### config.mk
export PLATFORM = sky130hd
export DESIGN_NAME = spw_tx
export DESIGN_NICKNAME = d
export VERILOG_FILES = /design/src/rtl/spw_tx_pkg.sv /design/src/rtl/spw_char_if.sv /design/src/rtl/spw_char_select.sv /design/src/rtl/spw_char_serialize.sv /design/src/rtl/spw_ds_encode.sv /design/src/rtl/spw_tx.sv
export SDC_FILE = /design/constraint.sdc
export NUM_CORES = 1
export LEC_CHECK = 0
export BUFFER_PORTS_ARGS = -buffer_cell sky130_fd_sc_hd__clkbuf_2
export CORE_ASPECT_RATIO = 0.75
export CORE_MARGIN = 2
export CORE_UTILIZATION = 36
export DETAILED_ROUTE_END_ITERATION = 10
export GPL_ROUTABILITY_DRIVEN = 0
export PLACE_DENSITY = 0.53
export SKIP_LAST_GASP = 1
export SYNTH_ARGS = -nofsm -noshare
export SYNTH_HDL_FRONTEND = slang
export SYNTH_SLANG_ARGS = --single-unit
### constraint.sdc
create_clock -name pclk_tx -period 2.6 [get_ports pclk_tx]
set_input_delay 0.13 -clock pclk_tx [delete_from_list [all_inputs] [get_ports pclk_tx]]
set_output_delay 0.13 -clock pclk_tx [all_outputs]
set_load 0.005 [all_outputs]
### src/rtl/spw_tx_pkg.sv
// Character kinds, control codes, character lengths, widths and the character body union
package spw_tx_pkg;

	// ----------------------------------------------------------
	// Widths
	// ----------------------------------------------------------

	// Data byte
	localparam int BYTE_W = 8;
	// Bit counter inside the serializer
	localparam int CNT_W  = 4;
	// Character kind code
	localparam int KIND_W = 3;

	// ----------------------------------------------------------
	// Character kinds
	// ----------------------------------------------------------

	localparam logic [KIND_W-1:0] KIND_NULL = 3'd0;
	localparam logic [KIND_W-1:0] KIND_FCT  = 3'd1;
	localparam logic [KIND_W-1:0] KIND_EOP  = 3'd2;
	localparam logic [KIND_W-1:0] KIND_EEP  = 3'd3;
	localparam logic [KIND_W-1:0] KIND_DATA = 3'd4;
	// ESC followed by a data character with the time byte
	localparam logic [KIND_W-1:0] KIND_TIME = 3'd5;

	// ----------------------------------------------------------
	// Control codes
	// ----------------------------------------------------------

	// Sent lsb first, right after the flag
	localparam logic [1:0] CODE_FCT = 2'b00;
	localparam logic [1:0] CODE_EOP = 2'b01;
	localparam logic [1:0] CODE_EEP = 2'b10;
	localparam logic [1:0] CODE_ESC = 2'b11;

	// Character lengths in bits
	// Parity, flag, two code bits
	localparam logic [CNT_W-1:0] LEN_CTRL = 4'd4;
	// Parity, flag, eight data bits
	localparam logic [CNT_W-1:0] LEN_DATA = 4'd10;
	// ESC then FCT
	localparam logic [CNT_W-1:0] LEN_NULL = 4'd8;
	// ESC then one data character
	localparam logic [CNT_W-1:0] LEN_TIME = 4'd14;

	// Character body
	// Data byte for DATA and TIME kinds
	// Control field for FCT, EOP, EEP and NULL
	typedef union packed {
		logic [BYTE_W-1:0] data;
		struct packed {
			// Unused upper bits
			logic [BYTE_W-3:0] pad;
			logic [1:0]        code;
		} ctrl;
	} char_body_u;

endpackage

### src/rtl/spw_char_if.sv
// Character handshake interface between selection and serialization
`timescale 1ns/1ps

interface spw_char_if;
	import spw_tx_pkg::*;

	// Character waiting in the holding register
	logic              valid;
	// Serializer can take a character this cycle
	logic              ready;
	// What the body means
	logic [KIND_W-1:0] kind;
	// Byte or control field
	char_body_u        body;

	// Selector side
	modport src (
		output valid,
		output kind,
		output body,
		input  ready
	);

	// Serializer side
	modport dst (
		input  valid,
		input  kind,
		input  body,
		output ready
	);

endinterface

### src/rtl/spw_char_select.sv
// Start latch, fixed priority character choice and holding register
`timescale 1ns/1ps

module spw_char_select (
	input  logic                          pclk_tx,
	input  logic                          enable_tx,
	input  logic                          send_null_i,
	input  logic                          tc_valid_i,
	input  logic [spw_tx_pkg::BYTE_W-1:0] tc_i,
	input  logic                          fct_valid_i,
	input  logic                          data_valid_i,
	input  logic [spw_tx_pkg::BYTE_W:0]   data_i,
	output logic                          tc_ready_o,
	output logic                          fct_ready_o,
	output logic                          data_ready_o,
	spw_char_if.src                       out_if
);
	import spw_tx_pkg::*;

	// Link may send once send_null_i was seen
	logic              started_q;
	logic              hold_valid_q;
	logic [KIND_W-1:0] hold_kind_q;
	char_body_u        hold_body_q;
	// Holding register takes a new character
	logic              load;
	logic [KIND_W-1:0] next_kind;
	char_body_u        next_body;

	// Refill when empty or when drained this cycle
	assign load = started_q && (!hold_valid_q || out_if.ready);

	// ----------------------------------------------------------
	// Priority choice
	// ----------------------------------------------------------

	always_comb
	begin
		// NULL when nothing waits
		next_kind           = KIND_NULL;
		next_body           = '0;
		next_body.ctrl.code = CODE_ESC;
		tc_ready_o          = 1'b0;
		fct_ready_o         = 1'b0;
		data_ready_o        = 1'b0;
		if (tc_valid_i)
		begin
			next_kind      = KIND_TIME;
			next_body.data = tc_i;
			tc_ready_o     = load;
		end
		else if (fct_valid_i)
		begin
			next_kind           = KIND_FCT;
			next_body.ctrl.code = CODE_FCT;
			fct_ready_o         = load;
		end
		else if (data_valid_i)
		begin
			data_ready_o = load;
			if (data_i[BYTE_W])
			begin
				// Flagged word marks the packet end
				next_kind           = data_i[0] ? KIND_EEP : KIND_EOP;
				next_body.ctrl.code = data_i[0] ? CODE_EEP : CODE_EOP;
			end
			else
			begin
				next_kind      = KIND_DATA;
				next_body.data = data_i[BYTE_W-1:0];
			end
		end
	end

	// ----------------------------------------------------------
	// Start latch and holding register
	// ----------------------------------------------------------

	always_ff @(posedge pclk_tx or negedge enable_tx)
	begin
		if (!enable_tx)
		begin
			started_q    <= 1'b0;
			hold_valid_q <= 1'b0;
		end
		else
		begin
			started_q <= started_q | send_null_i;
			// Stays full from here on since NULL always fills it
			if (load)
				hold_valid_q <= 1'b1;
		end
	end

	// Payload of the held character
	always_ff @(posedge pclk_tx)
	begin
		if (load)
		begin
			hold_kind_q <= next_kind;
			hold_body_q <= next_body;
		end
	end

	assign out_if.valid = hold_valid_q;
	assign out_if.kind  = hold_kind_q;
	assign out_if.body  = hold_body_q;

	// One source accepted per cycle at most
	a_one_ready: assert property (@(posedge pclk_tx) disable iff (!enable_tx)
		$onehot0({tc_ready_o, fct_ready_o, data_ready_o}));

endmodule

### src/rtl/spw_char_serialize.sv
// Character shift register with parity insertion and data bit history
`timescale 1ns/1ps

module spw_char_serialize (
	input  logic    pclk_tx,
	input  logic    enable_tx,
	spw_char_if.dst in_if,
	output logic    bit_o,
	output logic    bit_valid_o
);
	import spw_tx_pkg::*;

	// Character on the way out
	logic                busy_q;
	// Index of the bit now on bit_o
	logic [CNT_W-1:0]    cnt_q;
	logic [CNT_W-1:0]    len_q;
	logic [LEN_TIME-1:0] shift_q;
	// Data bits of the previous character
	logic [BYTE_W-1:0]   hist_q;
	logic                last_bit;
	logic                take;
	// XOR of the history bits
	logic                hist_par;
	logic                par_ctrl;
	logic                par_data;
	logic [LEN_TIME-1:0] load_vec;
	logic [CNT_W-1:0]    load_len;
	logic [BYTE_W-1:0]   load_hist;

	assign last_bit = busy_q && (cnt_q == len_q - 1'b1);
	// Next character lines up right behind the last bit
	assign in_if.ready = !busy_q || last_bit;
	assign take        = in_if.valid && in_if.ready;

	// Odd parity over history and own flag
	assign hist_par = ^hist_q;
	assign par_ctrl = ~(hist_par ^ 1'b1);
	assign par_data = ~(hist_par ^ 1'b0);

	// ----------------------------------------------------------
	// Character build
	// ----------------------------------------------------------

	// Bit 0 leaves first
	always_comb
	begin
		load_vec  = '0;
		load_len  = LEN_CTRL;
		load_hist = '0;
		case (in_if.kind)
			KIND_DATA:
			begin
				load_vec[9:0] = {in_if.body.data, 1'b0, par_data};
				load_len      = LEN_DATA;
				load_hist     = in_if.body.data;
			end
			KIND_NULL:
			begin
				// Inner FCT parity covers no data bits and its flag
				load_vec[7:0] = {CODE_FCT, 1'b1, 1'b0, CODE_ESC, 1'b1, par_ctrl};
				load_len      = LEN_NULL;
			end
			KIND_TIME:
			begin
				// Inner data character after ESC has odd parity 1
				load_vec  = {in_if.body.data, 1'b0, 1'b1, CODE_ESC, 1'b1, par_ctrl};
				load_len  = LEN_TIME;
				load_hist = in_if.body.data;
			end
			default:
			begin
				// FCT, EOP and EEP
				load_vec[3:0] = {in_if.body.ctrl.code, 1'b1, par_ctrl};
			end
		endcase
	end

	// ----------------------------------------------------------
	// Bit counter and history
	// ----------------------------------------------------------

	always_ff @(posedge pclk_tx or negedge enable_tx)
	begin
		if (!enable_tx)
		begin
			busy_q <= 1'b0;
			cnt_q  <= '0;
			hist_q <= '0;
		end
		else if (take)
		begin
			busy_q <= 1'b1;
			cnt_q  <= '0;
			hist_q <= load_hist;
		end
		else if (busy_q)
		begin
			if (last_bit)
			begin
				busy_q <= 1'b0;
				cnt_q  <= '0;
			end
			else
				cnt_q <= cnt_q + 1'b1;
		end
	end

	// Shift register and its length
	always_ff @(posedge pclk_tx)
	begin
		if (take)
		begin
			shift_q <= load_vec;
			len_q   <= load_len;
		end
		else if (busy_q)
			shift_q <= shift_q >> 1;
	end

	assign bit_o       = shift_q[0];
	assign bit_valid_o = busy_q;

	// Counter stays inside the loaded character
	a_cnt_in_len: assert property (@(posedge pclk_tx) disable iff (!enable_tx)
		busy_q |-> (cnt_q < len_q));

endmodule

### src/rtl/spw_ds_encode.sv
// Data/strobe line coding of the serial bit stream
`timescale 1ns/1ps

module spw_ds_encode (
	input  logic pclk_tx,
	input  logic enable_tx,
	input  logic bit_i,
	input  logic bit_valid_i,
	output logic d_o,
	output logic s_o
);

	// ----------------------------------------------------------
	// Line registers
	// ----------------------------------------------------------

	// D carries the bit itself
	// S toggles when D would not change
	always_ff @(posedge pclk_tx or negedge enable_tx)
	begin
		if (!enable_tx)
		begin
			d_o <= 1'b0;
			s_o <= 1'b0;
		end
		else if (bit_valid_i)
		begin
			d_o <= bit_i;
			// Repeated bit moves the strobe
			if (bit_i == d_o)
				s_o <= ~s_o;
		end
	end

	// Lines hold while no bit is offered

	// Exactly one line moves for each bit sent
	a_one_edge: assert property (@(posedge pclk_tx) disable iff (!enable_tx)
		bit_valid_i |=> ($changed(d_o) ^ $changed(s_o)));

endmodule

### src/rtl/spw_tx.sv
// SpaceWire transmitter top level with selection, serialization and line coding
`timescale 1ns/1ps

module spw_tx (
	input  logic                          pclk_tx,
	input  logic                          enable_tx,
	input  logic                          send_null_i,
	// Time code source
	input  logic                          tc_valid_i,
	input  logic [spw_tx_pkg::BYTE_W-1:0] tc_i,
	output logic                          tc_ready_o,
	// FCT request
	input  logic                          fct_valid_i,
	output logic                          fct_ready_o,
	// Data, EOP and EEP source
	input  logic                          data_valid_i,
	input  logic [spw_tx_pkg::BYTE_W:0]   data_i,
	output logic                          data_ready_o,
	// Link lines
	output logic                          d_o,
	output logic                          s_o
);

	// Serial bit stream to the line coder
	logic ser_bit;
	logic ser_bit_valid;

	// Held character toward the serializer
	spw_char_if char_if ();

	// ----------------------------------------------------------
	// Stage 1 selection
	// ----------------------------------------------------------
	spw_char_select select_i (
		.pclk_tx      (pclk_tx),
		.enable_tx    (enable_tx),
		.send_null_i  (send_null_i),
		.tc_valid_i   (tc_valid_i),
		.tc_i         (tc_i),
		.fct_valid_i  (fct_valid_i),
		.data_valid_i (data_valid_i),
		.data_i       (data_i),
		.tc_ready_o   (tc_ready_o),
		.fct_ready_o  (fct_ready_o),
		.data_ready_o (data_ready_o),
		.out_if       (char_if.src)
	);

	// Stage 2 serialization with parity
	spw_char_serialize serialize_i (
		.pclk_tx     (pclk_tx),
		.enable_tx   (enable_tx),
		.in_if       (char_if.dst),
		.bit_o       (ser_bit),
		.bit_valid_o (ser_bit_valid)
	);

	// Stage 3 data/strobe lines
	spw_ds_encode encode_i (
		.pclk_tx     (pclk_tx),
		.enable_tx   (enable_tx),
		.bit_i       (ser_bit),
		.bit_valid_i (ser_bit_valid),
		.d_o         (d_o),
		.s_o         (s_o)
	);

endmodule

======== After elaboration in Yosys (flattened, before gate mapping) ========
Index checks and enable logic that the tools add are counted.
storage, ports and cells
  output and inout port bits .............. 5
  bits in registers ....................... 46
  input port bits ......................... 23
  word-level logic and storage cells ...... 70
cells by class
  bitwise operators ....................... 5
  add/sub/neg operators ................... 2
  reductions and logical operators ........ 15
  eq/ne operators ......................... 4
  mux-type cells .......................... 31
operator list
  kind                   number
  $mux W14               2
  $mux W8                3
  $pmux W4 S3            2
  $mux W4                4
  $mux W6                2
  $mux W1                10
  $mux W3                3
  $pmux W4 S2            1
  $reduce_xor A8 Y1      1
  $eq A3 B3 Y1 const B   2
  $mux W2                3
  $reduce_or A2 Y1       3
  $add A4 B1 Y4 const B  1
  $eq A4 B4 Y1           1
  $not A1 Y1             4
  $pmux W2 S2            1
  $reduce_or A4 Y1       1
  $sub A4 B1 Y4 const B  1
  $logic_and A1 B1 Y1    3
  $logic_not A3 Y1       1
  $logic_not A1 Y1       2
  $logic_or A1 B1 Y1     2
  $reduce_and A2 Y1      1
  $reduce_bool A2 Y1     1
  other kinds (2)        2

======== Longest topological paths before layout ========
Gate-level depths: netlist of run 1.
  depth in word-level cells ............... 9
  depth in mapped cells ................... 7
  mapped depth without buffers ............ 6

======== By module ========
From an unflattened synthesis of run 1, not the netlist that was laid out.
unflattened totals
  cell total of the unflattened synthesis .. 185
  area, all modules ....................... 2,213.4 sq um
by module, submodules not included
  module              times used  sequential area each (sq um)  area an instance (sq um)  cells each
  spw_char_serialize  1           835.8                         1,527.7                   137
  spw_char_select     1           380.4                         603.1                     42
  spw_ds_encode       1           50.0                          82.6                      6

======== Worst setup path after synthesis of run 1 ========
Ideal clock, no wire load.
  path type ............................... register -> output
  start ................................... register serialize_i.len_q[1]
  end ..................................... output port fct_ready_o
  slack ................................... 0.173 ns
  cell stages (with the launch flop) ...... 7
  buffers on the path ..................... 0
  arrival time ............................ 2.297 ns
  required time ........................... 2.470 ns
  path through ............................ edfxtp_1 > inv_1 > ha_1 > xor2_1 > a41oi_2 > a21boi_0 > and3b_1
on the way
  word-level cells in the longest chain between the ends .. 8
RTL lines
  item                      RTL line                   text
  start: declaration        spw_char_serialize.sv:17   logic [CNT_W-1:0] len_q;
  start signal: assignment  spw_char_serialize.sv:115  len_q <= load_len;
  $sub A4 B1 Y4             spw_char_serialize.sv:31   assign last_bit = busy_q && (cnt_q == len_q - 1'b1);
  $eq A4 B4 Y1              spw_char_serialize.sv:31
  $logic_and A1 B1 Y1       spw_char_serialize.sv:31
  $logic_or A1 B1 Y1        spw_char_serialize.sv:33   assign in_if.ready = !busy_q || last_bit;
  $logic_or A1 B1 Y1        spw_char_select.sv:31      assign load = started_q && (!hold_valid_q || out_if.ready);
  $logic_and A1 B1 Y1       spw_char_select.sv:31
  $mux W1                   spw_char_select.sv:52      else if (fct_valid_i)
  $mux W1                   spw_char_select.sv:46      if (tc_valid_i)
  end: declaration          spw_tx.sv:14               output logic fct_ready_o,
No other way between the ends.

======== Worst setup path in the final report of run 1 ========
Ends and elaborated chain as after synthesis.

==> results of run 1 <==
## layout make-up
type	count	area, um2
fill	595	3336
sequential	45	1266
multi-input combinational	116	823.3
timing repair buffer	31	167.7
tap	78	97.59
clock buffer	8	90.09
inverter	12	45.04
## worst register-to-register path: cells and delay by family, from the launching register on
kind / cells / cell delay, ps
compound gates: 1 / 320
xor+xnor: 1 / 150
fa+ha+maj: 1 / 230
buf+inv: 1 / 80
flops: 1 / 420
mux: 1 / 380
simple gates: 1 / 360
## flip-flops by register name, indices dropped and copies added (netlist names)
register	flops
encode_i.d_o	1
encode_i.s_o	1
select_i.out_if.body	8
select_i.out_if.kind	3
select_i.out_if.valid	1
select_i.started_q	1
serialize_i.bit_valid_o	1
serialize_i.cnt_q	4
serialize_i.hist_q	8
serialize_i.len_q	3
serialize_i.shift_q	14
## logic make-up after synthesis
kind of cell | synth area share, %
xor gates and xnor gates | 6.904
and+or+nand+nor | 9.378
DFF | 58.23
muxes | 5.869
adders and majority gates | 1.726
AOI/OAI and AO/OA | 13.98
buffers and inverters | 3.912
## path summary, 6_finish.rpt
path / startpoint / to / slack [ps] / cells past startpoint
setup / recovery: serialize_i.len_q[1] / fct_ready_o / 360 / 8
hold / removal: send_null_i / select_i.started_q / 20 / 2
setup reg to reg: serialize_i.len_q[1] / serialize_i.shift_q[1] / 430 / 6
hold reg to reg: encode_i.s_o / encode_i.s_o / 470 / 1
max in group asynchronous: enable_tx / select_i.out_if.valid / 1980 / 2
min in group asynchronous: enable_tx / encode_i.s_o / 300 / 2
## routing by layer
metal | up-vias | part of all wire, % | GRT usage [%]
li1 | 709 | - | -
met1 | 663 | 53 | 21.01
met2 | 39 | 41 | 18.10
met3 | 5 | 5.3 | 3.470
met4 | 0 | 0.85 | 3.382
met5 | - | 0 | 0
## cells in the final DEF, fill, tap and decap left out
cell / instances
xor2_1: 4
nor2_1: 5
o21ai_0: 25
a21boi_1: 1
nand2b_1: 2
dlygate4sd3_1: 1
nor4_1: 2
a21o_1: 1
a41oi_2: 1
nand2b_4: 1
a22o_1: 8
buf_4: 3
mux2_2: 4
nand3_1: 2
and3_1: 4
a21oi_1: 5
clkbuf_8: 6
mux2_1: 2
inv_1: 12
nor2b_1: 2
and3b_1: 1
xnor2_1: 8
edfxtp_1: 28
nand2_1: 14
and2_1: 1
clkbuf_1: 2
dfrtp_1: 17
mux2i_1: 6
ha_1: 3
o31ai_1: 6
clkbuf_2: 27
xnor3_1: 2
a211oi_1: 1
or2_2: 5
## per-stage QoR
step	worst slack (ps)	power, mW	util (%)
after global placement	475.0	1.752	41.02
final	360.6	2.185	42.74
after CTS	338.0	2.213	42.74
after detailed placement	435.5	1.761	41.02
after floorplan	172.9	1.596	-
after global routing	192.0	2.333	42.74
## power groups by stage
| stage | clock network, mW | logic (mW) | registers (mW) |
|---|---|---|---|
| 2_1_floorplan | 0 | 0.533 | 1.06 |
| 3_3_place_gp | 0 | 0.648 | 1.10 |
| 3_5_place_dp | 0 | 0.655 | 1.11 |
| 4_1_cts | 0.466 | 0.656 | 1.09 |
| 5_1_grt | 0.487 | 0.734 | 1.11 |
| 6_report | 0.448 | 0.646 | 1.09 |
## what timing repair did
item	4_1_cts	5_1_grt
setup buffers	0	0
hold endpoints to repair	17	0
resized for setup	0	0
hold buffers	1	0
==> results.py, run 1 <==
metrics = {
    "synth": {
        "syn_avg_cell_area_um2": 12.01,
        "syn-cell-area_um2": 2175,
        "synth_cells": 181,
        "ys_ff_latch": 45,
        "yosysMostFrequentCell": "edfxtp_1",
        "yosysSeqAreaShare_pct": 58.23,
        "synth_edf_count": 28,
        "yosysTopAreaCellShare_pct": 38.67,
        "synth_top_area_cell": "edfxtp_1",
        "yosys-top-cells-area": "edfxtp_1 39%, dfrtp_1 20%, o21ai_0 5.8%",
        "synthDistinctLibCells": 33,
        "synthFlopType": "edfxtp_1",
        "async_flop_share_pct": 37.78,
        "yosysWarnings": 0,
        "yosys-top-cells-count": "28 x edfxtp_1, 25 x o21ai_0, 17 x dfrtp_1",
        "synth_fp_nets": 207,
    },
    "placement": {
        "dpl-instance-area_um2": 2390,
        "io_buffers": 27,
        "place_inst": 281,
        "post-dp-hpwl_mm": 2.979,
    },
    "outcome": {
        "outcome": "finished, final reports clean",
    },
    "floorplan": {
        "die_height_um": 71.31,
        "die_width_um": 93.75,
        "core_um2": 5826,
        "die_area_um2": 6685,
        "placementRows": 24,
        "initial_core_util_pct": 37.33,
        "num_io_pins": 28,
    },
    "finish": {
        "antenna-diode-count": 0,
        "area_delta_synth_final_pct": 14.50,
        "design_area_um2": 2490,
        "nets": 237,
        "drive_gt1_share_pct": 22.17,
        "fin_cells": 290,
    },
    "global_routing": {
        "grt_overflow": 0,
        "track_usage_pct": 13.31,
        "grt_max_degree": 24,
        "grt_pass1_wl_mm": 6.872,
        "antenna_found_initial": 0,
        "grt_pass1_vias": 1380,
    },
    "sta": {
        "worst_slew_pin_slew_ps": 601.8,
        "setup_viol": 0,
        "fmax_ghz": 0.4466,
        "hold_violations": 0,
        "rsz0062_at_grt": "false",
        "hold_ws_ps": 22.13,
        "slew_headroom_pct": 59.84,
        "finalSetupTns_ps": 0,
        "finalCritPeriodShare_pct": 86.13,
        "finalCriticalPeriod_ps": 2239,
        "skew_ps": 4.824,
        "drv_slew": 0,
    },
    "clocking": {
        "cts_tree": "yes",
        "insertion_delay_ps": 290,
        "clk_pin_slew_worst_paths_ps": 80,
        "cts_sinks": 45,
        "clk_path_buf_depth": 2,
        "cts_max_level": 2,
        "cts_inserted_buffers": 5,
        "cts-root-buf": "clkbuf_8",
    },
    "worst_setup_path": {
        "cp_slowest_cell": "edfxtp_1",
        "cp.required_ps": 2470,
        "crit_chain": "inv_1 > ha_1 > xor2_1 > a41oi_2 > a21boi_1 > buf_4 > and3b_1 > clkbuf_2",
        "slowest_delay_ps": 420,
        "critPathMaxFanout": 14,
        "path_buf_inv": 3,
        "critical_path_class": "flip-flop to primary output",
        "arrival_ps": 2110,
        "crit_path_end_kind": "primary output",
        "start_kind": "flip-flop",
        "cp_top_family": "flip-flops",
    },
    "power": {
        "peakVddDrop_mv": 0.2481,
        "p_clk_share_pct": 20.5,
        "total_leakage_power_nw": 1.089,
        "p_per_area_nw_per_um2": 877.6,
        "p_seq_share_pct": 49.9,
        "switchingPower_mw": 0.6507,
        "intPower_mw": 1.535,
        "power_frac_comb_pct": 29.6,
        "switching_share_pct": 29.78,
    },
    "detailed_routing": {
        "drc_errors": 0,
        "ant_nets": 0,
        "routed_via_density": 4.883,
        "vias": 1416,
        "finalWirelength_mm": 4.212,
        "wl_per_cell_um": 14.52,
        "first_pass_iters": 4,
        "first_iter_violations": 126,
    },
    "worst_hold_path": {
        "hold_path.class": "input pin to flip-flop",
    },
    "flow_run": {
        "drv_cap": 0,
    },
}
(Power assumes the default switching activity.)
==> run 2: changes to the inputs <==
- ABC_AREA: default -> 1
- CORE_UTILIZATION: 36 -> 50
- PLACE_DENSITY: 0.53 -> 0.69
==> run 2 against run 1 <==
Effect of this change:
- non-clock buffer count down 1
- setup slack better by 92 ps
- cell count up 26%
- count of clock-buffer cells in the layout unchanged
- critical path depth up 3
- design area up 3.9%
- critical endpoint is now serialize_i.hist_q[6]
==> results.py, run 2 <==
metrics = {
    "global_routing": {
        "antenna_found_initial": 0,
        "grt_max_degree": 33,
        "grt_pass1_vias": 1647,
        "grt_pass1_wl_mm": 7.100,
        "track_usage_pct": 18.10,
        "grt_overflow": 0,
    },
    "clocking": {
        "cts_inserted_buffers": 5,
        "clk_path_buf_depth": 2,
        "cts_tree": "yes",
        "cts_resized": 0,
        "insertion_delay_ps": 290,
        "cts_hold_buf": 1,
        "cts_setup_buffers": 0,
        "cts-root-buf": "clkbuf_8",
        "clk_pin_slew_worst_paths_ps": 80,
        "cts_sinks": 45,
        "cts_max_level": 2,
    },
    "synth": {
        "yosysSeqAreaShare_pct": 54.88,
        "yosysWarnings": 0,
        "synth_fp_nets": 301,
        "syn_avg_cell_area_um2": 8.390,
        "yosysMostFrequentCell": "nand2_1",
        "yosys-top-cells-area": "edfxtp_1 36%, nand2_1 19%, dfrtp_1 18%",
        "synth_edf_count": 28,
        "ys_ff_latch": 45,
        "yosysTopAreaCellShare_pct": 36.44,
        "synthDistinctLibCells": 27,
        "synth_cells": 275,
        "yosys-top-cells-count": "118 x nand2_1, 31 x inv_1, 28 x edfxtp_1",
        "synthFlopType": "edfxtp_1",
        "syn-cell-area_um2": 2307,
        "async_flop_share_pct": 37.78,
        "synth_top_area_cell": "edfxtp_1",
    },
    "placement": {
        "dpl-instance-area_um2": 2487,
        "post-dp-hpwl_mm": 3.139,
        "io_buffers": 27,
    },
    "sta": {
        "setup_viol": 0,
        "finalSetupTns_ps": 0,
        "skew_ps": 6.085,
        "hold_violations": 0,
        "worst_slew_pin_slew_ps": 674.7,
        "rsz0062_at_grt": "false",
        "fmax_ghz": 0.4656,
        "drv_slew": 0,
        "finalCritPeriodShare_pct": 82.60,
        "slew_headroom_pct": 54.91,
        "finalCriticalPeriod_ps": 2148,
    },
    "finish": {
        "layout_common_cells": "118 x nand2_1, 31 x inv_1, 28 x edfxtp_1",
        "final_common_cell": "nand2_1",
        "fillers": 408,
        "multiInputGateArea_um2": 879.6,
        "antenna-diode-count": 0,
        "largest_register_ffs": 14,
        "seqCellArea_um2": 1266,
        "nets": 332,
        "drive_gt1_share_pct": 15.64,
        "area_delta_synth_final_pct": 12.15,
        "top_register": "serialize_i.shift_q",
        "design_area_um2": 2587,
        "final_util_pct": 58.27,
    },
    "worst_setup_path": {
        "critical_path_class": "flip-flop to flip-flop",
        "start_kind": "flip-flop",
        "arrival_ps": 2330,
        "cp.required_ps": 2780,
        "crit_path_end_kind": "flip-flop",
        "critPathMaxFanout": 32,
    },
    "floorplan": {
        "core_um2": 4441,
        "die_width_um": 82.44,
        "num_io_pins": 28,
        "initial_core_util_pct": 51.96,
        "die_area_um2": 5180,
        "die_height_um": 62.83,
        "placementRows": 21,
    },
    "detailed_routing": {
        "first_pass_iters": 4,
        "drc_errors": 0,
        "ant_nets": 0,
        "first_iter_violations": 190,
        "vias": 1763,
        "routed_via_density": 4.843,
        "wl_per_cell_um": 11.22,
        "finalWirelength_mm": 4.085,
    },
    "power": {
        "p_per_area_nw_per_um2": 963.4,
        "total_leakage_power_nw": 1.238,
        "peakVddDrop_mv": 0.4160,
    },
    "outcome": {
        "outcome": "finished, final reports clean",
    },
    "worst_hold_path": {
        "hold_path.class": "input pin to flip-flop",
    },
    "flow_run": {
        "drv_cap": 0,
    },
}
run 2: path summary, 6_finish.rpt:
path / depth (start not counted) / slack [ps] / start / end
max: 11 / 450 / serialize_i.len_q[1] / serialize_i.hist_q[6]
min: 2 / 20 / send_null_i / select_i.started_q
max reg2reg: 11 / 450 / serialize_i.len_q[1] / serialize_i.hist_q[6]
min reg2reg: 1 / 480 / select_i.started_q / select_i.started_q
max in group asynchronous: 2 / 1940 / enable_tx / serialize_i.hist_q[3]
min in group asynchronous: 2 / 330 / enable_tx / serialize_i.cnt_q[1]
run 2: worst max-delay path: stages (launching register included):
cell and delay, ps:
edfxtp_1 410, inv_1 80, ha_1 240, nand2_1 80
clkinv_1 60, nor2_2 80, nand3_2 80, o21ai_2 200
nand2_2 380, buf_4 310, nand2_1 50, o21ai_1 60
run 2: area by class of cell:
type | instances | area share (%)
flip-flops and latches | 45 | 48.94
clock buffers | 8 | 3.482
repair buffers | 30 | 6.190
well taps | 57 | 2.756
inverters | 32 | 4.642
multi-input cells | 192 | 33.99
run 2: power by group:
group / switching [mW] / total [mW] / internal, mW
logic: 0.551 / 0.879 / 0.328
clock network: 0.215 / 0.432 / 0.217
registers: 0.160 / 1.18 / 1.02
total: 0.927 / 2.49 / 1.57
run 2: cell families after synthesis:
kind of cell / count (synthesis) / share of synthesized area (%)
buf+inv: 38 / 6.995
flops: 45 / 54.88
compound gates: 40 / 10.03
fa+ha+maj: 3 / 1.627
xor+xnor: 3 / 1.139
simple gates: 146 / 25.32
run 2: metrics by stage:
stage / power (mW) / instances / hold WS [ps] / setup WS, ps
global placement: 2.047 / 355 / 93.08 / 522.1
detailed placement: 2.086 / 355 / 99.48 / 468.3
finish: 2.493 / 364 / 21.49 / 452.4
floorplan: 1.872 / 275 / -165.6 / 756.7
CTS: 2.518 / 364 / 14.96 / 449.9
global route: 2.729 / 364 / 8.054 / 215.7
run 2: layer usage:
metal  vias up  share of wire, %  global-route usage (%)
li1        944                 -                       -
met1       755                50                   25.57
met2        56                41                   26.31
met3         8               6.1                   5.347
met4         0               2.9                   6.667
met5         -                 0                       0
==> run 3: changes to the inputs <==
- PLACE_DENSITY: 0.69 -> 0.72
- clock period: 2.6 -> 1.9 ns (I/O delays scaled with it)
==> run 3 against run 2 <==
Effect of this change:
- utilization increased by 2.7 points
- power grew 43%
- largest cell class unchanged
- via count up 5.0%
- worst hold slack improved by 57 ps
- critical path depth increased by 1
- sequential power increased by 37%
==> results.py, run 3 (synthesis results as in run 2) <==
metrics = {
    "sta": {
        "finalCritPeriodShare_pct": 99.12,
        "skew_ps": 6.094,
        "drv_slew": 0,
        "worst_slew_pin_slew_ps": 442.8,
        "hold_violations": 0,
        "fin_ws_ps": 16.68,
        "finalCriticalPeriod_ps": 1883,
        "rsz0062_at_grt": "true",
        "setup_viol": 0,
        "fmax_ghz": 0.5310,
        "slew_headroom_pct": 70.48,
    },
    "global_routing": {
        "grt_pass1_vias": 1753,
        "track_usage_pct": 19.15,
        "grt_overflow": 0,
        "antenna_found_initial": 0,
        "grt_max_degree": 40,
        "grt_pass1_wl_mm": 7.507,
    },
    "finish": {
        "layout_common_cells": "115 x nand2_1, 29 x inv_1, 28 x edfxtp_1",
        "top_register": "serialize_i.shift_q",
        "largest_register_ffs": 14,
        "antenna-diode-count": 0,
        "final_util_pct": 61.00,
        "nets": 342,
        "fillers": 389,
        "area_delta_synth_final_pct": 17.41,
        "final_common_cell": "nand2_1",
        "drive_gt1_share_pct": 20.82,
        "fin_cells": 374,
    },
    "clocking": {
        "insertion_delay_ps": 290,
        "cts_max_level": 2,
        "clk_pin_slew_worst_paths_ps": 70,
        "clk_path_buf_depth": 2,
        "cts_inserted_buffers": 5,
        "cts-root-buf": "clkbuf_8",
        "cts_sinks": 45,
        "cts_tree": "yes",
    },
    "worst_setup_path": {
        "path_buf_inv": 4,
        "arrival_ps": 1930,
        "cp_slowest_cell": "edfxtp_1",
        "start_kind": "flip-flop",
        "critPathMaxFanout": 39,
        "crit_chain": "inv_2 > ha_4 > nand2_2 > clkinv_2 > nor2_2 > nand3_2 > buf_4 > o21ai_2 > nand2_2 > buf_12 > nand2_1 > o21ai_2",
        "cp.required_ps": 1950,
        "cp_top_family": "buffers and inverters",
        "critical_path_class": "flip-flop to flip-flop",
        "slowest_delay_ps": 420,
        "crit_path_end_kind": "flip-flop",
    },
    "placement": {
        "post-dp-hpwl_mm": 3.256,
        "place_inst": 360,
        "io_buffers": 27,
        "dp_slack_ps": 81.64,
    },
    "power": {
        "total_power_mw": 3.557,
        "p_clk_share_pct": 15.4,
        "intPower_mw": 2.239,
        "peakVddDrop_mv": 0.6341,
        "power_frac_comb_pct": 39.0,
        "p_seq_share_pct": 45.6,
        "p_per_area_nw_per_um2": 1313,
        "total_leakage_power_nw": 1.291,
        "switchingPower_mw": 1.317,
        "switching_share_pct": 37.04,
    },
    "floorplan": {
        "die_height_um": 62.83,
        "initial_core_util_pct": 51.96,
        "die_area_um2": 5180,
        "placementRows": 21,
        "num_io_pins": 28,
        "die_width_um": 82.44,
        "core_um2": 4441,
    },
    "detailed_routing": {
        "ant_nets": 0,
        "drc_errors": 0,
        "wl_per_cell_um": 11.53,
        "first_iter_violations": 161,
        "first_pass_iters": 4,
        "routed_via_density": 4.949,
        "finalWirelength_mm": 4.314,
        "vias": 1851,
    },
    "flow_run": {
        "drv_cap": 0,
    },
    "outcome": {
        "outcome": "finished, final reports clean",
    },
    "worst_hold_path": {
        "hold_path.class": "input pin to flip-flop",
    },
}
[run 3: cell count changes in the layout (fill, tap and decap cells not counted), moves of 3 or more]
cell,delta
nand2_2,+3
buf_4,+7
nor2_2,+3
nor2_1,-3
nand2_1,-3
[run 3: routing by layer]
layer / share of wire (%) / vias to the layer above / track usage, %
met5: 0 / - / 0
met4: 1.3 / 0 / 5.625
met3: 6.4 / 5 / 4.335
met2: 43 / 53 / 28.93
met1: 49 / 833 / 27.44
li1: - / 960 / -
[run 3: final timing paths]
kind                                            from                 endpoint  slack (ps)  depth (start not counted)
worst min-delay path                         tc_i[0]  select_i.out_if.body[0]          80                          3
worst max register to register  serialize_i.len_q[1]  serialize_i.shift_q[12]          20                         12
min in group asynchronous                  enable_tx     serialize_i.cnt_q[3]         270                          2
max in group asynchronous                  enable_tx    serialize_i.hist_q[5]        1310                          2
worst max-delay path            serialize_i.len_q[1]  serialize_i.shift_q[12]          20                         12
worst min register to register          encode_i.s_o             encode_i.s_o         490                          1
[run 3: per-stage QoR]
stage / hold slack, ps / setup TNS, ps / cell area [um2]
floorplan: -200.6 / 0 / 2307
global placement: 67.88 / 0 / 2550
detailed placement: 73.98 / 0 / 2550
CTS: 75.41 / -13.72 / 2696
global route: 70.11 / -1332 / 2709
finish: 78.83 / 0 / 2709
[run 3: power by group through the flow]
stage                     clock, mW  sequential [mW]  combinational (mW)
final                         0.548             1.62                1.39
after floorplan                   0             1.58               0.987
after CTS                     0.565             1.62                1.39
after detailed placement          0             1.64                1.31
after global routing          0.617             1.67                1.63
after global placement            0             1.63                1.26
[run 3: what timing repair did]
| item | 4_1_cts | 5_1_grt |
|---|---|---|
| pin swaps | 7 | 6 |
| resized for setup | 8 | 3 |
| hold endpoints to repair | 18 | 0 |
| endpoints found under the setup margin | 3 | 37 |
| buffers inserted | 4 | 1 |
| hold buffers | 2 | 0 |
[run 3: tightest hold or removal path, cell delays in order]
cell	delay, ps
clkbuf_2	80
nand2_1	40
nand2_1	50
[run 3: final cells by class]
| cell class | instances | area [um2] | share of cell area [%] |
|---|---|---|---|
| clock buffer | 8 | 80.08 | 2.956 |
| inverter | 32 | 121.4 | 4.480 |
| tap | 57 | 71.32 | 2.633 |
| multi-input combinational | 192 | 907.1 | 33.49 |
| timing repair buffer | 40 | 262.8 | 9.700 |
| sequential | 45 | 1266 | 46.74 |
